File: src/verilog/dsp_bus_pkg.sv
//----------------------------------------------------------------------------
// Internal register bus of the DSP subsystem.
// 32-bit words on a 10-bit word address and 16-bit host halves.
// The bus is a plain strobe with no handshake. A peer answers one cycle
// after a read strobe, and unmapped addresses get no answer.
//----------------------------------------------------------------------------
package dsp_bus_pkg;

	localparam int word_bits = 32;	// Internal data word
	localparam int half_bits = 16;	// Host port half
	localparam int addr_bits = 10;	// Word address

	typedef logic [word_bits-1:0] word_t;
	typedef logic [half_bits-1:0] half_t;
	typedef logic [addr_bits-1:0] word_addr_t;

	// Local RAM sits at the bottom of the map
	localparam int ram_words     = 256;
	localparam int ram_addr_bits = $clog2(ram_words);

	// Control unit registers
	localparam word_addr_t ctrl_addr     = 10'h100;
	localparam word_addr_t irq_addr      = 10'h101;

	// Divider registers
	localparam word_addr_t div_dvsr_addr = 10'h110;	// Divisor in, quotient out
	localparam word_addr_t div_dvnd_addr = 10'h111;	// Dividend in and start, remainder out
	localparam word_addr_t div_stat_addr = 10'h112;	// Busy in bit 0

	// One write cycle, 43 bits
	typedef struct packed {
		logic       stb;
		word_addr_t addr;
		word_t      data;
	} reg_wr_t;

	// One read request, 11 bits
	typedef struct packed {
		logic       stb;
		word_addr_t addr;
	} reg_rd_t;

	// Read return from one peer, 33 bits
	typedef struct packed {
		logic  oe;	// High for the single return cycle
		word_t data;
	} rd_ret_t;

endpackage
File: src/verilog/host_port.sv
//----------------------------------------------------------------------------
// Host port. 16-bit halves in, 32-bit internal bus cycles out.
// A low-half write is held until the high-half write commits the word.
// A low-half read fetches the word, a high-half read returns the held
// upper half. Host strobes must be at least 4 cycles apart.
//----------------------------------------------------------------------------
`timescale 1ns/1ps

module host_port
(
	input  logic                 sys_clk,
	input  logic                 rst,
	input  logic [10:0]          io_addr,	// Bit 0 picks the half
	input  logic                 io_wr,
	input  logic                 io_rd,
	input  dsp_bus_pkg::half_t   io_wdata,
	input  dsp_bus_pkg::rd_ret_t rd_merged,	// ORed peer returns
	output dsp_bus_pkg::reg_wr_t wr,
	output dsp_bus_pkg::reg_rd_t rd,
	output dsp_bus_pkg::half_t   io_rdata,
	output logic                 io_rvalid
);
	import dsp_bus_pkg::*;

	word_addr_t io_word;	// Word part of the host address
	logic       io_hi;
	half_t      lo_hold;	// Low write half awaiting its partner
	half_t      hi_hold;	// Upper half of the last fetched word
	logic       rd_wait;	// Peer return expected this cycle

	assign io_word = io_addr[10:1];
	assign io_hi   = io_addr[0];

	always_ff @(posedge sys_clk)
	begin
		if (rst)
		begin
			wr.stb    <= 1'b0;
			rd.stb    <= 1'b0;
			rd_wait   <= 1'b0;
			io_rvalid <= 1'b0;
		end
		else
		begin
			wr.stb    <= io_wr & io_hi;	// Only the high half commits
			rd.stb    <= io_rd & ~io_hi;	// Only the low half fetches
			rd_wait   <= rd.stb;
			io_rvalid <= rd_wait | (io_rd & io_hi);
		end

		// Data path
		if (io_wr & ~io_hi)
			lo_hold <= io_wdata;
		if (io_wr & io_hi)
		begin
			wr.addr <= io_word;
			wr.data <= {io_wdata, lo_hold};
		end
		if (io_rd & ~io_hi)
			rd.addr <= io_word;

		if (rd_wait)
		begin
			// Unmapped addresses merge to zero
			io_rdata <= rd_merged.data[15:0];
			hi_hold  <= rd_merged.data[31:16];
		end
		else if (io_rd & io_hi)
			io_rdata <= hi_hold;	// No bus cycle for the high half
	end

	// Peers answer only the read this port put on the bus two cycles ago
	assert property (@(posedge sys_clk) disable iff (rst)
		rd_merged.oe |-> rd_wait)
		else $error("host_port: read return with no outstanding read");

endmodule

File: config.mk
export PLATFORM = sky130hd
export DESIGN_NAME = host_port
export DESIGN_NICKNAME = d
export VERILOG_FILES = /design/src/verilog/dsp_bus_pkg.sv /design/src/verilog/host_port.sv
export SDC_FILE = /design/constraint.sdc
export NUM_CORES = 1
export LEC_CHECK = 0
export ABC_AREA = 1
export BUFFER_PORTS_ARGS = -buffer_cell sky130_fd_sc_hd__buf_4
export CORE_MARGIN = 1.5
export CORE_UTILIZATION = 40
export DETAILED_ROUTE_END_ITERATION = 10
export PLACE_DENSITY = 0.77
export SYNTH_ARGS = -nofsm -noshare
export SYNTH_HDL_FRONTEND = slang
export SYNTH_SLANG_ARGS = --single-unit
File: constraint.sdc
create_clock -name sys_clk -period 5.36 [get_ports sys_clk]
set_input_delay 0.536 -clock sys_clk [delete_from_list [all_inputs] [get_ports sys_clk]]
set_output_delay 0.536 -clock sys_clk [all_outputs]
set_load 0.02 [all_outputs]
After elaboration in Yosys (flattened, before gate mapping)
Index checks and enable logic that the tools add are counted.
{"block": "totals", "ff_bits": 104, "output_inout_bits": 71, "elab_cells": 19}
{"block": "op_classes", "mux": 2, "bitwise": 6, "reduce_logical": 1}
{"operator": "$mux 16", "n": 2}
{"operator": "$and 1x1->1", "n": 4}
{"operator": "$reduce_bool 2->1", "n": 1}
{"operator": "$not 1->1", "n": 1}
{"operator": "$or 1x1->1", "n": 1}

Longest topological paths before layout
{"block": "depth", "depth_word": 3, "mapped_depth": 5, "mapped_depth_nobuf": 3}

Worst setup path after synthesis
OpenSTA, ideal clock, no wires.
{"block": "synth_timing", "path_type": "input -> register", "startpoint": "input io_wr", "endpoint": "register wr[0] (netlist name), enable pin", "setup_time_ns": 0.396, "arrival_time_ns": 1.418, "required_ns": 4.964, "slack_ns": 3.546, "cell_stages": 2, "path_buffers": 0, "path_cell_list": "nand2_1 inv_1"}
{"block": "synth_via", "elab_chain_cells": 1}
{"element": "start, declared", "line_no": "host_port.sv:14", "rtl": "input logic io_wr,"}
{"element": "$and 1x1->1", "line_no": "host_port.sv:54", "rtl": "if (io_wr & io_hi)"}
{"element": "end, declared", "line_no": "host_port.sv:18", "rtl": "output dsp_bus_pkg::reg_wr_t wr,"}
Every way passes these cells.
A chain may end at the register's enable or synchronous reset.

Final worst setup path
{"block": "layout_timing", "startpoint": "register rd_wait", "endpoint": "register io_rdata[5], enable pin"}
{"block": "layout_via", "elab_chain_cells": 1}
{"element": "start, declared", "line_no": "host_port.sv:29", "rtl": "logic rd_wait;"}
{"element": "start signal, assigned", "line_no": "host_port.sv:47", "rtl": "rd_wait <= rd.stb;"}
{"element": "$reduce_bool 2->1 (no source line)"}
{"element": "end signal, assigned", "line_no": "host_port.sv:65", "rtl": "io_rdata <= rd_merged.data[15:0];"}
{"element": "end signal, assigned", "line_no": "host_port.sv:69", "rtl": "io_rdata <= hi_hold;"}
{"element": "end, declared", "line_no": "host_port.sv:20", "rtl": "output dsp_bus_pkg::half_t io_rdata,"}
Every way passes these cells.

==> flow_summary.toml <==
[sta]
tns_ps = 0
rsz0062_at_grt = "no"
fmax_mhz = 607
skew_ps = 11.5
maxSlewViolCount = 0
setup_violations = 0
worst_pin_slew_ps = 852
hold_violations = 0
period_share = 0.307
layout_min_cycle_time_ps = 1650
max_slew_margin = 0.430

[route]
finalWirelength_um = 6250
vias = 1824
drc = 0
vias_per_cell = 4.31
first_iter_violations = 73
dr.pass1.iters = 4
ant_nets = 0
wl_per_cell_um = 14.8

[run_status]
outcome = "finished clean"

[synth]
seq_area_frac_synth = 0.914
synth_nets = 233
ys_ff_latch = 104
synth_area_mm2 = 0.00337
yosysUniqueCellTypes = 12
syn_inst = 169
avgSynthCellArea_um2 = 20.0
yosysWarnings = 0

[setup_path]
worstSetupPathType = "reg2reg"
rrSetupSlack_ps = 3710
crit_arrival_ps = 1650
worstPathCellList = "buf_4 -> inv_8 -> nand2_1"
r2r_start = "rd_wait"
end_kind = "flop"
rr_worst_depth = 3
critPathSlowestCell = "nand2_1"
slowest_delay_ps = 500
worstPathMaxFanout = 33
cp_data_required_time_ps = 5360
r2r_end = "io_rdata[5]"
cp-start-kind = "flop"

[clock_network]
clkLatencyLatePin_ps = 370
cts_tree = "done"
clock_sinks = 104
cts_inserted_buffers = 9
cts_setup_buffers = 0
ctsResizeCount = 0
clockBufferDepth = 2
clock-root-buffer = "clkbuf_8"
htree_levels = 3
holdBufCountCts = 0
clkTransAtPathRegs_ps = 110

[final_layout]
drive_above_1_share = 0.491
areaGrowthSynthToFinish_pct = 39.1
finish.net_count = 377
diodes = 0
final_core_util = 0.574

[worst_hold_path]
worst_hold_path_type = "in2reg"
min_from = "io_wdata[0]"
hold_path_depth = 1
hold_end = "wr[16]"

[global_route]
antenna_found_initial = 0
grt_start_max_net_pins = 34
grt-ovfl-total = 0
track_usage = 0.145
grt_pass1_vias = 1811
grt_pass1_wl_um = 9220

[die]
die_h_um = 94.8
rows = 33
die_area_mm2 = 0.00899
initial_core_util = 0.413
die_w_um = 94.8
core_mm2 = 0.00818
ioPinCount = 135

[power_and_ir_drop]
p_leak_nw = 1.91
irDropWorstVdd_mv = 0.250
power.density_mw_per_mm2 = 333

[place]
place.port_buffers = 133
place_congestion = 0.725
dp_hpwl_um = 4680

[run]
drv_cap = 0
## metal layers
layer	up-vias	part of all wire	GRT usage
met5	-	0	0
met2	63	0.53	0.245
met1	845	0.38	0.162
met4	0	0.025	0.0721
li1	903	-	-
met3	13	0.068	0.0531
## synth_stat cells
cell type  count  area (µm²)
nand2_2        3        18.8
nand2_1       48         180
inv_1          4        15.0
a21oi_1        1        5.00
buf_8          1        15.0
clkbuf_8       1        13.8
nor3_1         1        5.00
nor2_1         4        15.0
dfxtp_1        4        80.1
inv_8          1        11.3
edfxtp_1     100        3000
buf_6          1        11.3
## state kept, by name, indices dropped and copies added, names as in the netlist
name       count
wr            43
hi_hold       16
io_rdata      16
lo_hold       16
rd            11
io_rvalid      1
rd_wait        1
## metrics by stage
step | hold WS (ps) | instances | total power [mW] | instance area (µm²) | setup slack [ps]
after floorplan | 400 | 169 | 1.02 | 3370 | 3550
after global placement | 400 | 407 | 1.11 | 4490 | 3340
after detailed placement | 405 | 407 | 1.11 | 4490 | 3330
final | 341 | 423 | 1.56 | 4690 | 3710
after global routing | 319 | 423 | 1.62 | 4690 | 3540
after CTS | 326 | 423 | 1.58 | 4690 | 3690
## critical path: cells and delay by family, from the launching register on
kind	cells	cell delay [ps]
AND/OR/NAND/NOR	1	500
buffers and inverters	2	450
flip-flops	1	320
## layout by cell type (no fill, tap or decap)
cell and n:
a21oi_1 1, buf_4 136, clkbuf_8 9, clkinv_4 2, clkinv_8 2, dfxtp_1 4, edfxtp_1 100, inv_1 4
inv_8 4, nand2_1 48, nand2_2 3, nor2_1 4, nor3_1 1
## how the worst max path moves through the flow
stage                    start           to  slack [ps]  cells past startpoint
global route           rd_wait  io_rdata[7]        3540                      3
global placement    io_addr[0]       wr[18]        3340                      4
CTS                    rd_wait  io_rdata[4]        3690                      3
finish                 rd_wait  io_rdata[5]        3710                      3
floorplan                io_wr        wr[0]        3550                      2
detailed placement  io_addr[0]       wr[18]        3330                      4
## power by group
| group | leakage, nW | internal [mW] | total (mW) | switching, mW |
|---|---|---|---|---|
| Sequential | 0.968 | 0.936 | 0.946 | 0.0104 |
| Combinational | 0.836 | 0.0657 | 0.142 | 0.0764 |
| Clock | 0.105 | 0.188 | 0.475 | 0.287 |
| Total | 1.91 | 1.19 | 1.56 | 0.374 |
## layout make-up
class                      instances  area (µm²)
multi-input combinational         57         224
clock inverter                     7        83.8
timing repair buffer             136        1020
inverter                           5        26.3
fill                             660        3480
clock buffer                       9         124
tap                              105         131
sequential                       104        3080
## cells by family after synthesis
family / after synthesis / synth area share
AO/OA/AOI/OAI: 1 / 0.00148
buffers and inverters: 8 / 0.0197
flip-flops: 104 / 0.914
AND/OR/NAND/NOR: 56 / 0.0649
Power figures use the tool's default switching activity.
