## src/verilog/dsp_irq_pkg.sv

```systemverilog
//----------------------------------------------------------------------------
// Interrupt sources of the DSP subsystem.
// Six sources in one vector. The serial and external lines are
// edge-detected, the timer lines are passed on as levels.
//----------------------------------------------------------------------------
package dsp_irq_pkg;

	localparam int irq_count = 6;

	typedef logic [irq_count-1:0] irq_vec_t;

	// Bit positions in irq_vec_t
	localparam int irq_sw   = 0;	// Host software strobe
	localparam int irq_i2s  = 1;	// Serial interface
	localparam int irq_tim0 = 2;
	localparam int irq_tim1 = 3;
	localparam int irq_ext0 = 4;	// External lines, active low at the pins
	localparam int irq_ext1 = 5;

	// Sources that fire once per rising edge
	localparam irq_vec_t irq_edge_mask = 6'b110010;

endpackage

```

## src/verilog/irq_cond.sv

```systemverilog
//----------------------------------------------------------------------------
// Interrupt conditioner. Two synchronizer stages on every line.
// External and serial lines give a one-cycle event on assertion,
// timer lines pass through as levels. Input to event is 3 cycles.
//----------------------------------------------------------------------------
`timescale 1ns/1ps

module irq_cond
(
	input  logic                  sys_clk,
	input  logic                  rst,
	input  logic [1:0]            eint_n,	// Active low
	input  logic [1:0]            tint,
	input  logic                  i2int,
	output dsp_irq_pkg::irq_vec_t events
);
	import dsp_irq_pkg::*;

	irq_vec_t raw;	// Lines gathered active high
	irq_vec_t sync1;
	irq_vec_t sync2;
	irq_vec_t last;	// sync2 one cycle back, for edges

	always_comb
	begin
		raw                     = '0;	// Software bit comes from the control unit
		raw[irq_i2s]            = i2int;
		raw[irq_tim1:irq_tim0]  = tint;
		raw[irq_ext1:irq_ext0]  = ~eint_n;
	end

	always_ff @(posedge sys_clk)
	begin
		if (rst)
		begin
			sync1  <= '0;
			sync2  <= '0;
			last   <= '0;
			events <= '0;
		end
		else
		begin
			sync1  <= raw;
			sync2  <= sync1;
			last   <= sync2;
			events <= (sync2 & ~last & irq_edge_mask)	// Rising edges
				| (sync2 & ~irq_edge_mask);		// Levels
		end
	end

endmodule

```

## config.mk

```make
export PLATFORM = sky130hd
export DESIGN_NAME = irq_cond
export DESIGN_NICKNAME = d
export VERILOG_FILES = /design/src/verilog/dsp_irq_pkg.sv /design/src/verilog/irq_cond.sv
export SDC_FILE = /design/constraint.sdc
export NUM_CORES = 1
export LEC_CHECK = 0
export BUFFER_PORTS_ARGS = -buffer_cell sky130_fd_sc_hd__buf_2
export CAP_MARGIN = 20
export CORE_MARGIN = 4
export CORE_UTILIZATION = 37
export CTS_CLUSTER_SIZE = 24
export DETAILED_ROUTE_END_ITERATION = 8
export GPL_ROUTABILITY_DRIVEN = 0
export SLEW_MARGIN = 5
export SYNTH_ARGS = -nofsm -noshare
export SYNTH_HDL_FRONTEND = slang
export SYNTH_SLANG_ARGS = --single-unit
```

## constraint.sdc

```tcl
create_clock -name sys_clk -period 0.8 [get_ports sys_clk]
set_clock_uncertainty 0.05 [all_clocks]
set_input_delay 0.16 -clock sys_clk [delete_from_list [all_inputs] [get_ports sys_clk]]
set_output_delay 0.16 -clock sys_clk [all_outputs]
set_load 0.02 [all_outputs]
```

Word-level counts from Yosys, hierarchy flattened. Index checks and enable logic that the tools add are counted. Widths: inputs -> output; s select.

Register bits: 24. Latch bits: 0. RAM bits: 0. ROM bits: 0. Input bits: 7. Output and inout bits: 6. Logic and storage cells: 9. Memories: 0.

Add/subtract/negate cells: 0. $mul: 0. Divide/modulo/power cells: 0. Order comparisons: 0. Equal/unequal tests: 0. Shift operators: 0. Multiplexer cells: 0. Bitwise logic cells: 4. Reductions and logical operators: 0.

Operators with widths (count): $and 6x6->6 (1); $not 6->6 (1); $or 6x4->6 (1); $not 2->2 (1).

Logic depth before layout (Yosys ltp). Gate-level depths: netlist of the first run.

Word-level depth: 3. Depth in mapped cells: 2. Mapped depth without buffers: 1.

Worst setup path after synthesis of the first run. OpenSTA, ideal clock, no wires.

Kind: reg-to-output. Start point: reg last[2] (netlist name). End point: out events[2]. Arrival: 0.416 ns. Data required time: 0.590 ns. Path slack: 0.174 ns. Cell stages (with the launch flop): 2. Buffers on the path: 1. Cell sequence: dfxtp_1 -> buf_4.

RTL lines: end: declaration (RTL line irq_cond.sv:15) `output dsp_irq_pkg::irq_vec_t events`.

Final worst setup path of the first run.
Start point: reg events[4]. End point: out events[4].

RTL lines: start signal: assignment (RTL line irq_cond.sv:46) `events <= (sync2 & ~last & irq_edge_mask)`.

No word-level cell between the ends.

==> flow_summary.json, run 1 <==
{
  "run_status": "finished with violations",
  "violations": "negative setup slack",
  "drtAntennaViolNets": 0,
  "route.detailed.drc": 0,
  "hold_start": "i2int",
  "syn2layout_area_growth_pct": 28.0,
  "setup_ws_ns": -0.131,
  "layout_commonest_cell": "dfxtp_1",
  "crit_buf_inv": 1,
  "r2r_setup_slack_ns": 0.18,
  "setup_viol": 5,
  "cp-start-kind": "flop",
  "r2r-start": "sync2[1]",
  "hold_end": "sync1[1]",
  "worstHoldPathCells": 2,
  "cts_htree_levels": 1,
  "yosysWarnings": 0,
  "yosysSeqAreaShare_pct": 67.8,
  "rows": 13,
  "critical_path.slowest_cell": "dfxtp_2",
  "hold_violations": 0,
  "drv_slew": 0,
  "p_per_area_nw_per_um2": 2280,
  "r2r.worst_path.cells": 1,
  "clock-sinks": 18,
  "netlist_area_um2": 532,
  "cts_inserted_buffers": 3,
  "crit_required_ns": 0.59,
  "min_period_over_period_pct": 116,
  "syn_inst": 41,
  "port_buffers": 11,
  "viasPerCell": 3.93,
  "grt_usage_pct": 6.65,
  "clock_latency_ns": 0.28,
  "avgSynthCellArea_um2": 13.0,
  "max_stage_delay_ns": 0.32,
  "ys_types": 8,
  "clk_path_buf_depth": 2,
  "root_buffer": "clkbuf_4",
  "rsz0062_at_grt": "yes",
  "core_um2": 1330,
  "clkTransAtPathRegs_ns": 0.09,
  "ios": 13,
  "dieArea_um2": 2110,
  "antenna_found_initial": 0,
  "holdWs_ns": 0.0301,
  "yosys_register_bits": 18,
  "critPathKind": "reg2out",
  "grt_pass1_vias": 245,
  "wl_um": 549,
  "fp.dieW_um": 45.9,
  "cts_tree": "yes",
  "first_pass_iters": 2,
  "cellLeakagePower_nw": 0.314,
  "final_cell_mix": "dfxtp_1, nor2b_1, and2b_1, buf_2",
  "grt-ovfl-total": 0,
  "hold_class": "in2reg",
  "worst_setup_path_end_kind": "output port",
  "drtIter0Drc": 1,
  "start_util_pct": 39.9,
  "min_period_ns": 0.931,
  "dr_total_vias": 279,
  "final_util_pct": 51.0,
  "irDropWorstVdd_v": 0.00125,
  "crit_family": "flip-flops",
  "grt_max_degree": 14,
  "crit_fanout": 1,
  "synth_nets": 48,
  "insertedDiodeCount": 0,
  "drive_gt1_share_pct": 44.6,
  "fmaxAchievable_mhz": 1070,
  "r2r-end": "events[1]",
  "grt_first_pass_wirelength_um": 917,
  "wl_per_cell_um": 7.73,
  "path_cells": "buf_6",
  "worstPathArrival_ns": 0.72,
  "die_y_um": 45.9,
  "max_cap_violations": 0,
  "final_nets": 64,
  "postCtsSetupRepairBufs": 0
}
-- sequential cells by signal, summed over array words and instances, names as in the netlist --
signal  flops
last        5
events      3
sync1       5
sync2       5
-- per-layer routing --
metal,part of all wire [%],GRT usage (%)
met5,0,0
met3,12,5.93
met1,40,6.19
met2,47,9.89
met4,0,3.41
-- logic make-up after synthesis --
family                 synth area share, %
buffers and inverters                 6.35
flip-flops                            67.8
other                                0.705
AND/OR/NAND/NOR                       25.2
-- area by class of cell --
class | instances | area, um^2
Fill cell | 113 | 653
Sequential cell | 18 | 367
Multi-Input combinational cell | 19 | 138
Clock buffer | 4 | 36.3
Tap cell | 15 | 18.8
Timing Repair Buffer | 15 | 121
-- cells in the mapped netlist --
master,n,area (um^2)
conb_1,1,3.75
nor2_1,2,7.51
buf_6,1,11.3
and2b_1,6,45.0
buf_4,3,22.5
nor3b_2,3,37.5
nor2b_1,7,43.8
dfxtp_1,18,360
-- where the power goes --
part,internal (W),switching [W]
clock network,0.000277,0.000242
registers,0.000930,0.00000893
logic,0.0000548,0.0000373
total,0.00126,0.000288
-- worst max path at each step --
| stage | from | end | slack, ns | cells past startpoint |
|---|---|---|---|---|
| finish | events[4] | events[4] | -0.13 | 1 |
| global placement | rst | sync2[2] | 0.05 | 3 |
| global route | events[4] | events[4] | -0.17 | 1 |
| detailed placement | rst | sync2[2] | 0.03 | 3 |
| floorplan | last[2] | events[2] | 0.17 | 1 |
| CTS | last[3] | events[3] | -0.15 | 1 |
-- what timing repair did --
item,4_1_cts,5_1_grt
hold buffers,2,0
endpoints found under the setup margin,5,5
resized for setup,14,1
pin swaps,0,0
endpoints found under the hold margin,2,0
-- per-stage QoR --
stage          instances  cell area (um^2)  setup WS [ns]  power [W]  TNS, ns
2_1_floorplan         41               532          0.174    0.00101        0
4_1_cts               71               679         -0.148    0.00158   -0.728
3_5_place_dp          65               587         0.0277    0.00104        0
3_3_place_gp          65               587         0.0490    0.00104        0
5_1_grt               71               681         -0.172    0.00163   -0.841
6_report              71               681         -0.131    0.00155   -0.648
Note: power is estimated with default switching activity, not from simulation.
==> inputs of run 2 (changes only) <==
==> constraint.sdc (replaced) <==
create_clock -name sys_clk -period 0.8 [get_ports sys_clk]
set_clock_uncertainty 0.05 [all_clocks]
set_input_delay 0.04 -clock sys_clk [delete_from_list [all_inputs] [get_ports sys_clk]]
set_output_delay 0.04 -clock sys_clk [all_outputs]
set_load 0.02 [all_outputs]
==> flow_summary.json, run 2 (synthesized netlist as in run 1, its figures left out) <==
{
  "fp.dieW_um": 45.9,
  "p_sw_w": 0.000300,
  "cellLeakagePower_nw": 0.317,
  "layout_commonest_cell": "dfxtp_1",
  "run_status": "finished with violations",
  "die_y_um": 45.9,
  "min_period_over_period_pct": 103,
  "p_per_area_nw_per_um2": 2250,
  "pwr-share-seq_pct": 60.0,
  "max_cap_violations": 0,
  "wl_um": 603,
  "clock_latency_ns": 0.28,
  "critical_path.slowest_cell": "dfxtp_2",
  "pre_cts_ws_ns": 0.0883,
  "dieArea_um2": 2110,
  "drtIter0Drc": 0,
  "start_util_pct": 39.9,
  "setup_ws_ns": -0.0230,
  "syn2layout_area_growth_pct": 30.8,
  "grt-ovfl-total": 0,
  "dpl_cell_area_um2": 572,
  "power_frac_comb_pct": 6.1,
  "port_buffers": 11,
  "worst_setup_path_end_kind": "output port",
  "final_nets": 65,
  "crit_buf_inv": 1,
  "worstPathArrival_ns": 0.73,
  "cts_tree": "yes",
  "viasPerCell": 3.67,
  "cts_htree_levels": 1,
  "grt_max_degree": 19,
  "p_int_w": 0.00127,
  "drive_gt1_share_pct": 40.4,
  "drv_slew": 0,
  "setup_viol": 5,
  "ios": 13,
  "clock-sinks": 18,
  "final_cell_mix": "dfxtp_1, nor2b_1, and2b_1, buf_2",
  "first_pass_iters": 1,
  "final_util_pct": 52.2,
  "fin_area_um2": 696,
  "root_buffer": "clkbuf_4",
  "largestRegisters": "last: 5 flops, sync1: 5 flops, sync2: 5 flops",
  "clk_path_buf_depth": 2,
  "crit_fanout": 1,
  "max_stage_delay_ns": 0.33,
  "violations": "negative setup slack",
  "rsz0062_at_grt": "yes",
  "cts_inserted_buffers": 3,
  "pwr-share-clk_pct": 33.9,
  "antenna_found_initial": 0,
  "grt_usage_pct": 7.30,
  "grt_pass1_vias": 229,
  "path_cells": "buf_6",
  "route.detailed.drc": 0,
  "critPathKind": "reg2out",
  "grt_first_pass_wirelength_mm": 1.01,
  "cp-start-kind": "flop",
  "power_switching_share_pct": 19.2,
  "hold_violations": 0,
  "hold_class": "in2reg",
  "dr_total_vias": 264,
  "crit_family": "flip-flops",
  "rows": 13,
  "insertedDiodeCount": 0,
  "crit_required_ns": 0.71,
  "min_period_ns": 0.823,
  "clkTransAtPathRegs_ns": 0.10,
  "irDropWorstVdd_v": 0.00171,
  "wl_per_cell_um": 8.38,
  "drtAntennaViolNets": 0,
  "core_um2": 1330,
  "fmaxAchievable_mhz": 1220
}
[run 2: cell count changes in the layout (fill, tap and decap cells not counted)]
cell	previous run	this run
dlygate4sd3_1	2	5
buf_4	2	0
[run 2: power by group through the flow]
stage | registers, W | logic (W) | clock network, W
global route | 0.000944 | 0.000108 | 0.000598
global placement | 0.000957 | 0.0000699 | 0
finish | 0.000939 | 0.0000962 | 0.000530
CTS | 0.000940 | 0.0000967 | 0.000556
floorplan | 0.000962 | 0.0000514 | 0
detailed placement | 0.000958 | 0.0000708 | 0
[run 2: stage by stage]
stage / TNS, ns / total power, W / hold WS, ns / std cells
2_1_floorplan: 0 / 0.00101 / 0.0616 / 41
3_3_place_gp: 0 / 0.00103 / 0.149 / 63
3_5_place_dp: 0 / 0.00103 / 0.148 / 63
4_1_cts: -0.151 / 0.00159 / 0.0466 / 72
5_1_grt: -0.282 / 0.00165 / 0.0685 / 72
6_report: -0.102 / 0.00157 / 0.0510 / 72
[run 2: per-layer routing]
metal | part of all wire [%] | global-route usage (%)
met1 | 50 | 8.83
met2 | 40 | 9.07
met3 | 9.1 | 5.93
met4 | 0 | 3.41
met5 | 0 | 0
[run 2: timing repair]
item / 4_1_cts / 5_1_grt
setup endpoints to repair: 5 / 5
buffers inserted: 0 / 0
gates resized for setup: 14 / 1
endpoints found under the hold margin: 5 / 0
cloned: 0 / 0
hold buffers: 5 / 0
[run 2: cell type report]
type                            count  area (um^2)
Sequential cell                    18          367
Fill cell                         115          638
Timing Repair Buffer               16          136
Clock buffer                        4         36.3
Multi-Input combinational cell     19          138
Tap cell                           15         18.8
[run 2: final timing paths]
path,end,slack [ns],cells after the start,from
setup reg to reg,events[1],0.19,1,sync2[1]
setup / recovery,events[3],-0.02,1,last[3]
hold reg to reg,events[5],0.35,1,last[5]
hold / removal,sync1[4],0.05,2,rst
==> inputs of run 3 (changes only) <==
--- a/config.mk
+++ b/config.mk
@@ -5,11 +5,11 @@
 export SDC_FILE = /design/constraint.sdc
 export NUM_CORES = 1
 export LEC_CHECK = 0
+export ABC_AREA = 1
 export BUFFER_PORTS_ARGS = -buffer_cell sky130_fd_sc_hd__buf_2
 export CAP_MARGIN = 20
 export CORE_MARGIN = 4
 export CORE_UTILIZATION = 37
-export CTS_CLUSTER_SIZE = 24
 export DETAILED_ROUTE_END_ITERATION = 8
 export GPL_ROUTABILITY_DRIVEN = 0
 export SLEW_MARGIN = 5
==> flow_summary.json, run 3 <==
{
  "syn_inst": 55,
  "nFillCells": 121,
  "ys.flop_type": "dfxtp_1",
  "port_buffers": 11,
  "grt_pass1_vias": 293,
  "holdWs_ns": 0.00829,
  "grt-ovfl-total": 0,
  "grt_max_degree": 14,
  "start_util_pct": 39.3,
  "max_cap_violations": 0,
  "die_y_um": 45.4,
  "hold_violations": 0,
  "hold_class": "in2reg",
  "clock-sinks": 18,
  "drtAntennaViolNets": 0,
  "ys_types": 7,
  "run_status": "finished with violations",
  "root_buffer": "clkbuf_4",
  "route.detailed.drc": 0,
  "final_nets": 80,
  "viasPerCell": 3.85,
  "r2r_setup_slack_ns": 0.23,
  "yosysWarnings": 0,
  "max_stage_delay_ns": 0.33,
  "synth_nets": 62,
  "met2_length_um": 279,
  "grt_usage_pct": 7.44,
  "clk_path_buf_depth": 2,
  "yosys_register_bits": 18,
  "grt_first_pass_wirelength_mm": 1.05,
  "synthTopCellsByArea": "dfxtp_1, nor2_1, inv_1",
  "ios": 13,
  "path_cells": "buf_6",
  "crit_required_ns": 0.71,
  "fmaxAchievable_mhz": 1220,
  "pre_cts_ws_ns": 0.145,
  "fin_tns_setup_ns": -0.0633,
  "crit_family": "flip-flops",
  "synth_common_cells": "dfxtp_1, nor2_1, inv_1",
  "crit_fanout": 1,
  "r2r-end": "events[4]",
  "fin_area_um2": 692,
  "synth.top_cell.area_share_pct": 69.6,
  "cellLeakagePower_nw": 0.359,
  "hold_end": "last[3]",
  "cts_inserted_buffers": 3,
  "netlist_area_um2": 518,
  "hpwl_um": 412,
  "critical_path.slowest_cell": "dfxtp_2",
  "min_period_over_period_pct": 102,
  "worstHoldPathCells": 2,
  "core_um2": 1320,
  "cts_tree": "yes",
  "postCtsSetupRepairBufs": 0,
  "wl_um": 614,
  "worstPathArrival_ns": 0.73,
  "cts_htree_levels": 1,
  "met3RoutedLength_um": 46,
  "r2r-start": "sync2[4]",
  "largestRegisters": "last: 5 flops, sync1: 5 flops, sync2: 5 flops",
  "min_period_ns": 0.819,
  "insertedDiodeCount": 0,
  "clkTransAtPathRegs_ns": 0.10,
  "antenna_found_initial": 0,
  "worst_setup_path_end_kind": "output port",
  "drv_slew": 0,
  "highest_layer": "met4",
  "rsz0062_at_grt": "yes",
  "drive_gt1_share_pct": 27.8,
  "critPathKind": "reg2out",
  "layout_commonest_cell": "nor2_1",
  "hold_start": "rst",
  "fp.dieW_um": 45.4,
  "p_per_area_nw_per_um2": 2270,
  "yosysSeqAreaShare_pct": 69.6,
  "drtIter0Drc": 2,
  "cp-start-kind": "flop",
  "crit_buf_inv": 1,
  "setup_ws_ns": -0.0193,
  "clock_latency_ns": 0.28,
  "irDropWorstVdd_v": 0.00124,
  "wl_per_cell_um": 7.06,
  "final_cell_mix": "nor2_1, inv_1, dfxtp_1",
  "wl_met1_um": 280,
  "dr_total_vias": 335,
  "first_pass_iters": 4,
  "synth_area_leader_cell": "dfxtp_1",
  "dpl_cell_area_um2": 558,
  "synth.most_common_cell": "dfxtp_1",
  "setup_viol": 5,
  "syn2layout_area_growth_pct": 33.6,
  "avgSynthCellArea_um2": 9.42,
  "dieArea_um2": 2060,
  "synthArstFlopShare_pct": 0,
  "violations": "negative setup slack",
  "r2r.worst_path.cells": 2,
  "synth_edf_count": 0,
  "rows": 13
}
run 3: timing repair:
item	CTS	global route
hold endpoints to repair	5	0
setup endpoints to repair	5	5
hold buffers	6	0
pin swaps	0	0
resized for setup	15	0
run 3: worst reg2reg max path, delay by kind of cell, from the launching register on:
family	cells	cell delay, ns
simple gates	2	0.11
flops	1	0.31
run 3: cell families (layout without fill, tap and decap cells):
kind of cell | count (synthesis) | in the layout | share of synthesized area (%)
simple gates | 18 | 18 | 13.0
buf+inv | 18 | 35 | 16.7
other cells | 1 | 1 | 0.724
flops | 18 | 18 | 69.6
run 3: per-stage QoR:
step,cells,utilization (%),total power [W]
2_1_floorplan,55,-,0.00101
3_3_place_gp,77,42.4,0.00102
3_5_place_dp,77,42.4,0.00103
4_1_cts,87,52.5,0.00159
5_1_grt,87,52.5,0.00164
6_report,87,52.5,0.00157
run 3: how the worst max path moves through the flow:
stage,slack [ns],from,end,cells after the start
2_1_floorplan,0.27,sync2[1],events[1],2
3_3_place_gp,0.16,rst,events[5],4
3_5_place_dp,0.14,rst,events[4],4
4_1_cts,-0.03,last[3],events[3],1
5_1_grt,-0.05,last[3],events[3],1
6_report,-0.02,last[3],events[3],1
run 3: report_power, final:
group,switching [W],internal [W]
Sequential,0.00000894,0.000931
Combinational,0.0000449,0.0000525
Clock,0.000255,0.000277
run 3: routing by layer:
layer  GRT usage [%]  up-vias
li1                -      181
met1            6.17      141
met2            13.4       11
met3            3.56        2
met4            5.26        0
met5               0        -
run 3: area by class of cell:
type | instances | area [um^2] | area share (%)
repair buffers | 17 | 146 | 21.2
inverters | 14 | 52.6 | 7.59
clock buffers | 4 | 36.3 | 5.24
flip-flops and latches | 18 | 367 | 53.0
multi-input cells | 19 | 71.3 | 10.3
well taps | 15 | 18.8 | 2.71
