`src/verilog/dsp_irq_pkg.sv`:
```
//----------------------------------------------------------------------------
// Interrupt sources of the DSP subsystem.
// Six sources in one vector. The serial and external lines are
// edge-detected, the timer lines are passed on as levels.
//----------------------------------------------------------------------------
package dsp_irq_pkg;

	localparam int irq_count = 6;

	typedef logic [irq_count-1:0] irq_vec_t;

	// Bit positions in irq_vec_t
	localparam int irq_sw   = 0;	// Host software strobe
	localparam int irq_i2s  = 1;	// Serial interface
	localparam int irq_tim0 = 2;
	localparam int irq_tim1 = 3;
	localparam int irq_ext0 = 4;	// External lines, active low at the pins
	localparam int irq_ext1 = 5;

	// Sources that fire once per rising edge
	localparam irq_vec_t irq_edge_mask = 6'b110010;

endpackage

```
`src/verilog/dsp_bus_pkg.sv`:
```
//----------------------------------------------------------------------------
// Internal register bus of the DSP subsystem.
// 32-bit words on a 10-bit word address and 16-bit host halves.
// The bus is a plain strobe with no handshake. A peer answers one cycle
// after a read strobe, and unmapped addresses get no answer.
//----------------------------------------------------------------------------
package dsp_bus_pkg;

	localparam int word_bits = 32;	// Internal data word
	localparam int half_bits = 16;	// Host port half
	localparam int addr_bits = 10;	// Word address

	typedef logic [word_bits-1:0] word_t;
	typedef logic [half_bits-1:0] half_t;
	typedef logic [addr_bits-1:0] word_addr_t;

	// Local RAM sits at the bottom of the map
	localparam int ram_words     = 256;
	localparam int ram_addr_bits = $clog2(ram_words);

	// Control unit registers
	localparam word_addr_t ctrl_addr     = 10'h100;
	localparam word_addr_t irq_addr      = 10'h101;

	// Divider registers
	localparam word_addr_t div_dvsr_addr = 10'h110;	// Divisor in, quotient out
	localparam word_addr_t div_dvnd_addr = 10'h111;	// Dividend in and start, remainder out
	localparam word_addr_t div_stat_addr = 10'h112;	// Busy in bit 0

	// One write cycle, 43 bits
	typedef struct packed {
		logic       stb;
		word_addr_t addr;
		word_t      data;
	} reg_wr_t;

	// One read request, 11 bits
	typedef struct packed {
		logic       stb;
		word_addr_t addr;
	} reg_rd_t;

	// Read return from one peer, 33 bits
	typedef struct packed {
		logic  oe;	// High for the single return cycle
		word_t data;
	} rd_ret_t;

endpackage
```
`src/verilog/dsp_ctrl.sv`:
```
//----------------------------------------------------------------------------
// Control and interrupt unit. Control word holds go, cpu_int, the software
// interrupt strobe and the mask. The irq word reads the latch and clears
// it by writing ones. A new event wins over a clear in the same cycle.
//----------------------------------------------------------------------------
`timescale 1ns/1ps

module dsp_ctrl
(
	input  logic                  sys_clk,
	input  logic                  rst,
	input  dsp_bus_pkg::reg_wr_t  wr,
	input  dsp_bus_pkg::reg_rd_t  rd,
	input  dsp_irq_pkg::irq_vec_t events,
	output dsp_bus_pkg::rd_ret_t  ret,
	output logic                  cpu_int,	// Level to the host CPU
	output logic                  irq_pending
);
	import dsp_bus_pkg::*;
	import dsp_irq_pkg::*;

	logic     go;
	irq_vec_t mask;
	irq_vec_t latch;
	irq_vec_t sw_set;	// Software strobe into bit 0
	irq_vec_t clr;	// Write-one-to-clear bits
	logic     ctrl_wr;
	logic     irq_wr;
	logic     ctrl_rd;
	logic     irq_rd;
	word_t    ctrl_word;

	assign ctrl_wr = wr.stb && (wr.addr == ctrl_addr);
	assign irq_wr  = wr.stb && (wr.addr == irq_addr);
	assign ctrl_rd = rd.stb && (rd.addr == ctrl_addr);
	assign irq_rd  = rd.stb && (rd.addr == irq_addr);

	always_comb
	begin
		sw_set         = '0;
		sw_set[irq_sw] = ctrl_wr & wr.data[2];
	end

	assign clr = irq_wr ? wr.data[irq_count-1:0] : '0;

	// Mask sits in 13:8 and strobe bit 2 always reads 0
	assign ctrl_word = {18'b0, mask, 6'b0, cpu_int, go};

	assign irq_pending = |(latch & mask);

	always_ff @(posedge sys_clk)
	begin
		if (rst)
		begin
			go      <= 1'b0;
			cpu_int <= 1'b0;
			mask    <= '0;
			latch   <= '0;
			ret.oe  <= 1'b0;
		end
		else
		begin
			if (ctrl_wr)
			begin
				go      <= wr.data[0];
				cpu_int <= wr.data[1];
				mask    <= wr.data[13:8];
			end
			latch  <= (latch & ~clr) | events | sw_set;	// Set after clear
			ret.oe <= ctrl_rd | irq_rd;
		end

		ret.data <= irq_rd ? word_t'(latch) : ctrl_word;
	end

	// Bit 0 belongs to the software strobe and never arrives as an event
	assert property (@(posedge sys_clk) disable iff (rst)
		!events[irq_sw])
		else $error("dsp_ctrl: software bit set in the event vector");

endmodule

```
`config.mk`:
```
export PLATFORM = sky130hd
export DESIGN_NAME = dsp_ctrl
export DESIGN_NICKNAME = d
export VERILOG_FILES = /design/src/verilog/dsp_irq_pkg.sv /design/src/verilog/dsp_bus_pkg.sv /design/src/verilog/dsp_ctrl.sv
export SDC_FILE = /design/constraint.sdc
export NUM_CORES = 1
export LEC_CHECK = 0
export ABC_AREA = 1
export BUFFER_PORTS_ARGS = -buffer_cell sky130_fd_sc_hd__buf_4
export CELL_PAD_IN_SITES_DETAIL_PLACEMENT = 0
export CELL_PAD_IN_SITES_GLOBAL_PLACEMENT = 1
export CORE_MARGIN = 2
export CORE_UTILIZATION = 27
export CTS_CLUSTER_SIZE = 40
export DETAILED_ROUTE_END_ITERATION = 6
export PLACE_DENSITY_LB_ADDON = 0.1
export SLEW_MARGIN = 20
export SYNTH_ARGS = -nofsm -noshare
export SYNTH_HDL_FRONTEND = slang
export SYNTH_SLANG_ARGS = --single-unit
```
`constraint.sdc`:
```
create_clock -name sys_clk -period 2.05 [get_ports sys_clk]
set_clock_uncertainty 0.1 [all_clocks]
set_input_delay 0.3075 -clock sys_clk [delete_from_list [all_inputs] [get_ports sys_clk]]
set_output_delay 0.3075 -clock sys_clk [all_outputs]
set_load 0.01 [all_outputs]
```
Yosys cells after proc, flatten, opt, wreduce, memory -nomap -nowiden --
Index checks and enable logic that the tools add are counted.
Storage, ports and cells: register bits 27, output and inout bits 35, word-level logic and storage cells 26, input port bits 62
Cells by class: equal/unequal tests 4, bitwise operators 7, multiplexer cells 2, reductions and logical operators 5
Operator list (number):
- $eq A10 B9 Y1 const B | 4
- $and A6 B6 Y6 | 2
- $mux W6 | 1
- $not A6 Y6 | 1
- $or A6 B1 Y6 | 1
- $or A6 B6 Y6 | 1
- $reduce_or A6 Y1 | 1
- $logic_and A1 B1 Y1 | 4
- $mux W2 | 1
- $and A1 B1 Y1 | 1
- $or A1 B1 Y1 | 1

Logic depth before layout (Yosys ltp) --
Gate-level depths: netlist of run 1.
word-level depth 7, depth in mapped cells 7, depth with buffers taken out 7

Least setup slack after synthesis of run 1 --
No wires, ideal clock.
kind input to register, from in wr[35] (netlist name), to reg mask[4], cell stages on the path 6, slack 0.765 ns, data arrival time 1.068 ns, required time 1.833 ns, setup time 0.117 ns, path buffers 1, cell sequence or2_4 nor2_8 nand2_4 buf_6 o21ai_1 a21oi_1
Between the ends: cells in the longest elaborated chain, start to end 2
RTL lines:
- from (decl) | RTL line dsp_ctrl.sv:12 | input dsp_bus_pkg::reg_wr_t wr,
- $eq A10 B9 Y1 | RTL line dsp_ctrl.sv:33 | assign ctrl_wr = wr.stb && (wr.addr == ctrl_addr);
- $logic_and A1 B1 Y1 | RTL line dsp_ctrl.sv:33
- to (signal assigned) | RTL line dsp_ctrl.sv:67 | mask <= wr.data[13:8];
- to (decl) | RTL line dsp_ctrl.sv:23 | irq_vec_t mask;
No other way between the ends. A chain may end at the register's enable or synchronous reset.

Worst setup path after layout of run 1 --
from reg latch[0], to out irq_pending
Between the ends: cells in the longest elaborated chain, start to end 2
RTL lines:
- from (decl) | RTL line dsp_ctrl.sv:24 | irq_vec_t latch;
- from (signal assigned) | RTL line dsp_ctrl.sv:69 | latch <= (latch & ~clr) | events | sw_set;
- $and A6 B6 Y6 | RTL line dsp_ctrl.sv:49 | assign irq_pending = |(latch & mask);
- $reduce_or A6 Y1 | RTL line dsp_ctrl.sv:49
- to (decl) | RTL line dsp_ctrl.sv:17 | output logic irq_pending
No other way between the ends.

==> results of run 1 <==
-- synthesized netlist by cell type --
master    count
nor3b_4       1
a21oi_2       1
conb_1        1
buf_4        20
nor2_2        1
nand2_4       2
dfxtp_1      27
inv_1        18
nor2_1       18
nand2_2       1
nand3_1       7
nor2_8        1
o21ai_1       9
o221ai_1      1
buf_6         1
o22ai_1       2
or2_4         1
nand2_1       9
o21ai_2       1
nand3b_1      1
nor4_4        1
a21oi_1      19
nor3_1        1
-- through the flow --
step           cell area, um^2   util  power [W]  cells  hold WS (ps)
2_1_floorplan             1280      -   0.000629    163           277
4_1_cts                   1650  0.381   0.000972    254           136
5_1_grt                   1650  0.381    0.00101    254           144
6_report                  1650  0.381   0.000968    254           131
3_5_place_dp              1600  0.370   0.000674    250           354
3_3_place_gp              1600  0.370   0.000672    250           354
-- layout by cell type (no fill, tap or decap), types with 2 or more instances in the layout --
cell type	instances
conb_1	20
o21ai_1	9
nor2_1	18
inv_1	18
clkbuf_8	3
nand3_1	7
a21oi_1	19
nand2_4	2
o22ai_1	2
buf_4	56
dfxtp_1	27
nand2_1	9
-- power by group --
group / switching [W] / internal, W
clock network: 0.000169 / 0.000138
logic: 0.0000584 / 0.0000649
registers: 0.00000443 / 0.000533
total: 0.000232 / 0.000736
-- worst max-delay path, cell delays in order (launching register included) --
cell and delay (ps):
dfxtp_1 360, inv_1 60, o22ai_1 160, nor2_1 70, o221ai_1 80, buf_4 160
-- registers in the layout, summed over array words and instances (netlist names) --
register,flops
go,1
latch,6
mask,6
ret,13
cpu_int,1
-- logic make-up after synthesis --
group                  synth area share
AO/OA/AOI/OAI                     0.148
flip-flops                        0.449
buffers and inverters             0.190
other                           0.00311
AND/OR/NAND/NOR                   0.210
-- layout make-up --
cell class / count / share of cell area
Sequential cell: 27 / 0.328
Inverter: 18 / 0.0410
Tap cell: 52 / 0.0395
Timing Repair Buffer: 56 / 0.255
Clock inverter: 1 / 0.00455
Multi-Input combinational cell: 97 / 0.307
Clock buffer: 3 / 0.0250
-- metal layers --
| metal | track usage | share of wire | vias up |
|---|---|---|---|
| met3 | 0.0385 | 0.10 | 4 |
| met5 | 0 | 0 | - |
| met4 | 0.0377 | 0.0093 | 0 |
| met2 | 0.177 | 0.47 | 49 |
| met1 | 0.129 | 0.42 | 436 |
| li1 | - | - | 536 |
-- worst min-delay path by stage --
stage | from | endpoint | slack, ps | depth (start not counted)
5_1_grt | events[4] | latch[4] | 140 | 3
2_1_floorplan | rst | latch[0] | 280 | 1
3_5_place_dp | mask[0] | ret[8] | 350 | 2
6_report | events[2] | latch[2] | 130 | 3
3_3_place_gp | mask[0] | ret[8] | 350 | 2
4_1_cts | events[2] | latch[2] | 140 | 3
==> results.py, run 1 <==
metrics = {
    "status": {
        "outcome": "finished clean",
    },
    "drt": {
        "drt_wl_total_um": 2590,
        "dr.first_iter.drc_count": 23,
        "dr.pass1.iters": 2,
        "via_per_inst": 4.04,
        "drc_errors": 0,
        "wl_per_cell_um": 10.2,
        "vias": 1025,
        "final_antenna_net_count": 0,
    },
    "floorplanning": {
        "coreArea_mm2": 0.00432,
        "initial_utilization": 0.279,
        "dieArea_mm2": 0.00501,
        "die_h_um": 70.8,
        "fp.dieW_um": 70.8,
        "rows": 24,
        "io_pins": 97,
    },
    "sta": {
        "max_slew.worst_pin.slew_ps": 511,
        "rsz0062_at_grt": "no",
        "fin_setup_tns_ps": 0,
        "setup_slack_ps": 487,
        "fin_crit_ps": 1560,
        "hold_viol": 0,
        "min_period_over_period": 0.763,
        "fmax_ghz": 0.640,
        "setup_viol": 0,
        "slew_headroom": 0.656,
        "slew_viol_final": 0,
    },
    "logic_synthesis": {
        "yosysSeqAreaShare": 0.449,
        "yosysTopAreaCellShare": 0.449,
        "synthTopCellsByArea": "dfxtp_1 45%, buf_4 12%, a21oi_1 7.9%",
        "yosysUniqueCellTypes": 23,
        "synth_top_area_cell": "dfxtp_1",
        "ys_seq_elements": 27,
        "ys_warn_count": 0,
        "synth_cells": 144,
        "syn_area_mm2": 0.00120,
        "syn_avg_cell_area_um2": 8.37,
    },
    "cells_and_area": {
        "antennaDiodeCount": 0,
        "multi_input_area_um2": 507,
        "nFillCells": 500,
        "ff_latch_area_um2": 541,
        "area_delta_synth_final_pct": 36.9,
        "drive_above_1_share": 0.347,
        "finalNetCount": 265,
    },
    "place": {
        "pre_cts_slack_ps": 540,
        "place.port_buffers": 56,
        "place_congestion": 0.695,
        "hpwl_um": 2170,
    },
    "clock_tree": {
        "htree_levels": 1,
        "clockBufferDepth": 2,
        "cts_root_buf": "clkbuf_8",
        "post_cts_buffers": 0,
        "ctsHoldBuffers": 0,
        "clk_pin_slew_ps": 100,
        "ctsResizeCount": 0,
        "cts_tree": "yes",
        "clock_sinks": 27,
        "clock_latency_ps": 270,
        "cts_made_buffers": 3,
    },
    "critical_path": {
        "reg2reg_depth": 2,
        "critPathKind": "reg -> out",
        "worstPathMaxFanout": 2,
        "critPathArrivalTime_ps": 1160,
        "rrSetupSlack_ps": 1320,
        "reg2reg_from": "latch[0]",
        "crit_end": "irq_pending",
        "startpoint_type": "register",
        "critPathRequiredTime_ps": 1640,
        "rr_endpoint": "latch[0]",
        "end_kind": "output port",
        "crit_start": "latch[0]",
    },
    "pwr": {
        "cellPowerDensity_mw_per_mm2": 587,
        "ir_drop_v": 0.000194,
        "power_leakage_nw": 0.808,
    },
    "global_route": {
        "grt_max_degree": 17,
        "antenna_found_initial": 0,
        "grt_overflow_total": 0,
        "grt_usage": 0.107,
        "grt_pass1_wl_um": 4330,
        "grt_pass1_vias": 1027,
    },
    "hold_path": {
        "hold_class": "in -> reg",
    },
    "flow_run": {
        "maxCapViolations": 0,
    },
}
No activity file was read; power rests on OpenSTA's default activity.
==> run 2: changes to the inputs <==
ABC_AREA = 0   (was 1)
CORE_UTILIZATION = 26   (was 27)
clock period = 1.5 ns   (was 2.05 ns; I/O delays follow)
==> run 2 against run 1 <==
Net effect: via count is 7.5% lower; clock power is 34% higher; sequential power is 37% higher; highest routed layer unchanged; setup slack worse by 480 ps; non-clock buffer count is 6 higher; critical path depth is 1 higher; first-iteration DRC count is 39% higher; combinational power is 23% higher; largest power group unchanged; global-route usage is 0.32 points lower; sequential cell count stayed put; cell count is 10% lower; cell area is 1.3% higher.
==> results.py, run 2 <==
metrics = {
    "critical_path": {
        "critPathRequiredTime_ps": 1570,
        "critPathArrivalTime_ps": 1560,
        "end_kind": "register",
        "cp_cell_sequence": "buf_6, or4_4, nor4_4, buf_12, mux2i_1, nor2_1",
        "cpPeakStageDelay_ps": 540,
        "startpoint_type": "primary input",
        "cp_slowest_cell": "or4_4",
        "critPathKind": "in -> reg",
        "critPathBufInv": 2,
        "crit_family": "simple AND/OR/NAND/NOR gates",
        "worstPathMaxFanout": 9,
    },
    "logic_synthesis": {
        "yosysTopAreaCellShare": 0.471,
        "syn_area_mm2": 0.00115,
        "synth_xor_area_frac": 0,
        "synth_edf_count": 0,
        "synthTopCellsByArea": "dfxtp_1 47%, buf_4 13%, mux2i_1 7.0%",
        "synth.top_cells.by_count": "27 x dfxtp_1, 20 x buf_4, 13 x nor2_1",
        "syn_avg_cell_area_um2": 10.2,
        "yosysUniqueCellTypes": 28,
        "async_flop_share": 0,
        "synthMuxAreaShare": 0.0893,
        "synth_top_area_cell": "dfxtp_1",
        "yosysMostFrequentCell": "dfxtp_1",
        "synthAdderAreaFrac": 0,
        "ys_warn_count": 0,
        "ys.flop_type": "dfxtp_1",
        "ys_seq_elements": 27,
        "synth_simple_gate_area_frac": 0.204,
        "yosysSeqAreaShare": 0.471,
        "synth_top_family_by_area": "simple AND/OR/NAND/NOR gates",
        "synth_cells": 113,
        "synth_compound_area_frac": 0.0730,
    },
    "sta": {
        "min_period_over_period": 0.992,
        "fin_setup_tns_ps": 0,
        "slew_viol_final": 0,
        "setup_viol": 0,
        "fmax_ghz": 0.672,
        "whs_ps": 41.5,
        "fin_crit_ps": 1490,
        "hold_viol": 0,
        "rsz0062_at_grt": "yes",
    },
    "cells_and_area": {
        "drive_above_1_share": 0.415,
        "largest_reg_flops": 13,
        "final_core_util": 0.389,
        "finalNetCount": 239,
        "final_common_cell": "buf_4",
        "area_delta_synth_final_pct": 45.4,
        "design_area_mm2": 0.00167,
        "most-common-layout-cells": "58 x buf_4, 27 x dfxtp_1, 20 x conb_1",
        "nFillCells": 473,
        "antennaDiodeCount": 0,
        "reg_top3": "ret (13), latch (6), mask (6)",
        "multi_input_area_um2": 508,
        "ff_latch_area_um2": 541,
        "largest_register": "ret",
    },
    "drt": {
        "drt_wl_total_um": 2630,
        "dr.first_iter.drc_count": 32,
        "final_antenna_net_count": 0,
        "dr.pass1.iters": 2,
        "wl_per_cell_um": 11.5,
        "drc_errors": 0,
        "vias": 948,
        "via_per_inst": 4.16,
    },
    "clock_tree": {
        "clock_latency_ps": 270,
        "clk_pin_slew_ps": 90,
        "htree_levels": 1,
        "ctsHoldBuffers": 0,
        "clock_sinks": 27,
        "cts_made_buffers": 3,
        "cts_root_buf": "clkbuf_8",
        "cts_tree": "yes",
        "clockBufferDepth": 2,
    },
    "place": {
        "place.port_buffers": 56,
        "hpwl_um": 2160,
        "place_congestion": 0.709,
        "placed_area_mm2": 0.00159,
    },
    "global_route": {
        "grt_pass1_wl_um": 4070,
        "grt_usage": 0.104,
        "grt_max_degree": 17,
        "antenna_found_initial": 0,
        "grt_pass1_vias": 920,
        "grt_overflow_total": 0,
    },
    "floorplanning": {
        "dieArea_mm2": 0.00497,
        "coreArea_mm2": 0.00429,
        "initial_utilization": 0.267,
        "rows": 24,
        "die_h_um": 70.5,
        "io_pins": 97,
        "fp.dieW_um": 70.5,
    },
    "pwr": {
        "pwr-share-clk": 0.316,
        "p_sw_w": 0.000297,
        "switching_share": 0.228,
        "finalPower_w": 0.00130,
        "seqPwrFrac": 0.568,
        "power_leakage_nw": 0.791,
        "power_frac_comb": 0.116,
        "ir_drop_v": 0.000330,
        "p_int_w": 0.00100,
        "cellPowerDensity_mw_per_mm2": 778,
    },
    "status": {
        "outcome": "finished clean",
    },
    "hold_path": {
        "hold_class": "in -> reg",
    },
    "flow_run": {
        "maxCapViolations": 0,
    },
}
==> run 2: changes by cell type after synthesis, sizes merged, moves of 5 or more <==
cell / change
nand2: -10
mux2i: +8
inv: -13
a311oi: +5
nand3: -6
o21ai: -10
nor2: -7
a21oi: -18
and2: +6
==> run 2: timing repair <==
| item | in CTS | in global routing |
|---|---|---|
| resized for setup | 5 | 1 |
| hold endpoints to repair | 0 | 0 |
| endpoints found under the setup margin | 7 | 10 |
| buffers inserted | 1 | 0 |
| pin swaps | 4 | 2 |
==> run 2: metal layers <==
metal | vias up | global-route usage | part of all wire
li1 | 475 | - | -
met1 | 423 | 0.118 | 0.37
met2 | 48 | 0.180 | 0.51
met3 | 2 | 0.0289 | 0.10
met4 | 0 | 0.0449 | 0.012
met5 | - | 0 | 0
==> run 2: power groups by stage <==
stage / registers [W] / clock network (W) / logic, W
floorplan: 0.000751 / 0 / 0.0000874
global placement: 0.000756 / 0 / 0.000145
detailed placement: 0.000755 / 0 / 0.000147
CTS: 0.000739 / 0.000428 / 0.000152
global route: 0.000740 / 0.000452 / 0.000167
finish: 0.000738 / 0.000410 / 0.000151
==> run 2: metrics by stage <==
stage,setup slack [ps],cells
after floorplan,-101,132
after global placement,-339,223
after detailed placement,-391,223
after CTS,-11.2,228
after global routing,-32.0,228
final,11.4,228
==> run 2: path summary, 6_finish.rpt <==
kind | start | to | slack [ps] | cells after the start
worst max-delay path | wr[38] | mask[3] | 10 | 6
worst max register to register | latch[5] | latch[5] | 620 | 2
worst min register to register | mask[4] | ret[12] | 390 | 1
worst min-delay path | wr[3] | latch[3] | 40 | 2
==> run 2: layout make-up <==
class                   count  area share
inverters                   5      0.0112
multi-input cells          78       0.304
clock inverters             1     0.00449
flip-flops and latches     27       0.324
clock buffers               3      0.0247
repair buffers             62       0.293
well taps                  52      0.0390
==> run 2: cell families after synthesis <==
logic type | after synthesis
simple gates | 37
flops | 27
buf+inv | 27
compound gates | 11
mux | 10
other cells | 1
==> run 2: worst reg2reg max path, cell delays in order (launching register included) <==
cell,delay (ps)
dfxtp_1,380
nor2_1,70
a311oi_2,240
==> run 3: changes to the inputs <==
CORE_UTILIZATION = 23   (was 26)
clock period = 1.3 ns   (was 1.5 ns; I/O delays follow)
==> run 3 against run 2 <==
Net effect: the run now ends with setup timing left; routed wire length rose by 2.6%; critical path depth fell by 1; worst hold slack got worse by 38 ps; critical path type unchanged; first-iteration DRC count rose by 13%.
==> results.py, run 3 (synthesis results as in run 2) <==
metrics = {
    "pwr": {
        "ir_drop_v": 0.000360,
        "power_leakage_nw": 0.812,
        "cellPowerDensity_mw_per_mm2": 870,
        "finalPower_w": 0.00149,
    },
    "drt": {
        "dr.first_iter.drc_count": 36,
        "drt_wl_total_um": 2700,
        "via_per_inst": 3.91,
        "wl_per_cell_um": 11.1,
        "drc_errors": 0,
        "vias": 953,
        "final_antenna_net_count": 0,
        "dr.pass1.iters": 4,
    },
    "floorplanning": {
        "io_pins": 97,
        "fp.dieW_um": 74.7,
        "rows": 25,
        "initial_utilization": 0.242,
        "coreArea_mm2": 0.00475,
        "dieArea_mm2": 0.00557,
        "die_h_um": 74.7,
    },
    "sta": {
        "whs_ps": 3.27,
        "setup_slack_ps": -175,
        "slew_viol_final": 0,
        "rsz0062_at_grt": "yes",
        "setup_viol": 15,
        "hold_viol": 0,
        "min_period_over_period": 1.13,
        "fin_crit_ps": 1470,
        "fmax_ghz": 0.678,
    },
    "status": {
        "violations": "setup timing",
        "outcome": "finished, violations left",
    },
    "critical_path": {
        "worstPathMaxFanout": 5,
        "startpoint_type": "primary input",
        "end_kind": "register",
        "critPathArrivalTime_ps": 1510,
        "critPathRequiredTime_ps": 1330,
        "critPathKind": "in -> reg",
        "reg2reg_depth": 3,
    },
    "cells_and_area": {
        "antennaDiodeCount": 0,
        "drive_above_1_share": 0.458,
        "final_common_cell": "buf_4",
        "most-common-layout-cells": "60 x buf_4, 23 x dfxtp_1, 20 x conb_1",
        "layout.cells.non_filler": 244,
        "finalNetCount": 240,
        "largest_register": "ret",
        "reg_top3": "ret (13), latch (6), mask (6)",
        "area_delta_synth_final_pct": 49.3,
        "largest_reg_flops": 13,
    },
    "global_route": {
        "antenna_found_initial": 0,
        "grt_pass1_vias": 943,
        "grt_usage": 0.0967,
        "grt_overflow_total": 0,
        "grt_max_degree": 16,
        "grt_pass1_wl_um": 4080,
    },
    "clock_tree": {
        "clock_sinks": 27,
        "htree_levels": 1,
        "cts_tree": "yes",
        "clock_latency_ps": 260,
        "ctsHoldBuffers": 0,
        "cts_made_buffers": 3,
        "clk_pin_slew_ps": 90,
        "cts_root_buf": "clkbuf_8",
        "clockBufferDepth": 2,
    },
    "place": {
        "place.port_buffers": 56,
        "hpwl_um": 2210,
        "placed_cells_incl_taps": 237,
        "pre_cts_slack_ps": -519,
        "place_congestion": 0.686,
    },
    "flow_run": {
        "maxCapViolations": 0,
    },
    "hold_path": {
        "hold_class": "in -> reg",
        "hold_depth": 2,
    },
}
[run 3: final timing paths]
check	startpoint	endpoint	slack, ps
max reg2reg	latch[2]	latch[2]	410
min reg2reg	mask[2]	ret[10]	390
max	wr[37]	latch[1]	-170
min	wr[3]	latch[3]	3
[run 3: power breakdown]
group          leakage [nW]  internal [W]  switching [W]
Sequential            0.220      0.000841      0.0000112
Clock                0.0228      0.000219       0.000236
Combinational         0.568      0.000107      0.0000796
Total                 0.812       0.00117       0.000326
[run 3: per-layer routing]
layer  routed length [um]  track usage
met1                 1130        0.111
met2                 1340        0.173
met3                  170       0.0107
met4                   61       0.0556
met5                    0            0
[run 3: final cells by class]
| class | instances | area (um^2) |
|---|---|---|
| fillers | 521 | 3040 |
| clock buffers | 4 | 45.0 |
| repair buffers | 63 | 493 |
| multi-input cells | 78 | 529 |
| well taps | 67 | 83.8 |
| flip-flops and latches | 27 | 546 |
| inverters | 5 | 18.8 |
[run 3: through the flow]
step | area [um^2] | utilization | setup TNS [ps]
5_1_grt | 1720 | 0.361 | -2780
2_1_floorplan | 1230 | - | -3640
4_1_cts | 1700 | 0.357 | -2340
3_5_place_dp | 1610 | 0.338 | -7590
3_3_place_gp | 1610 | 0.338 | -7210
6_report | 1720 | 0.361 | -2100
[run 3: what timing repair did]
item	CTS	global route
resized for setup	9	3
endpoints found under the setup margin	15	17
pin swaps	6	3
buffers inserted	3	0
[run 3: worst max-delay path, stage by stage]
cell and delay, ps:
buf_6 90, or4_4 540, or2_4 270, nor3_4 280, a311oi_1 130
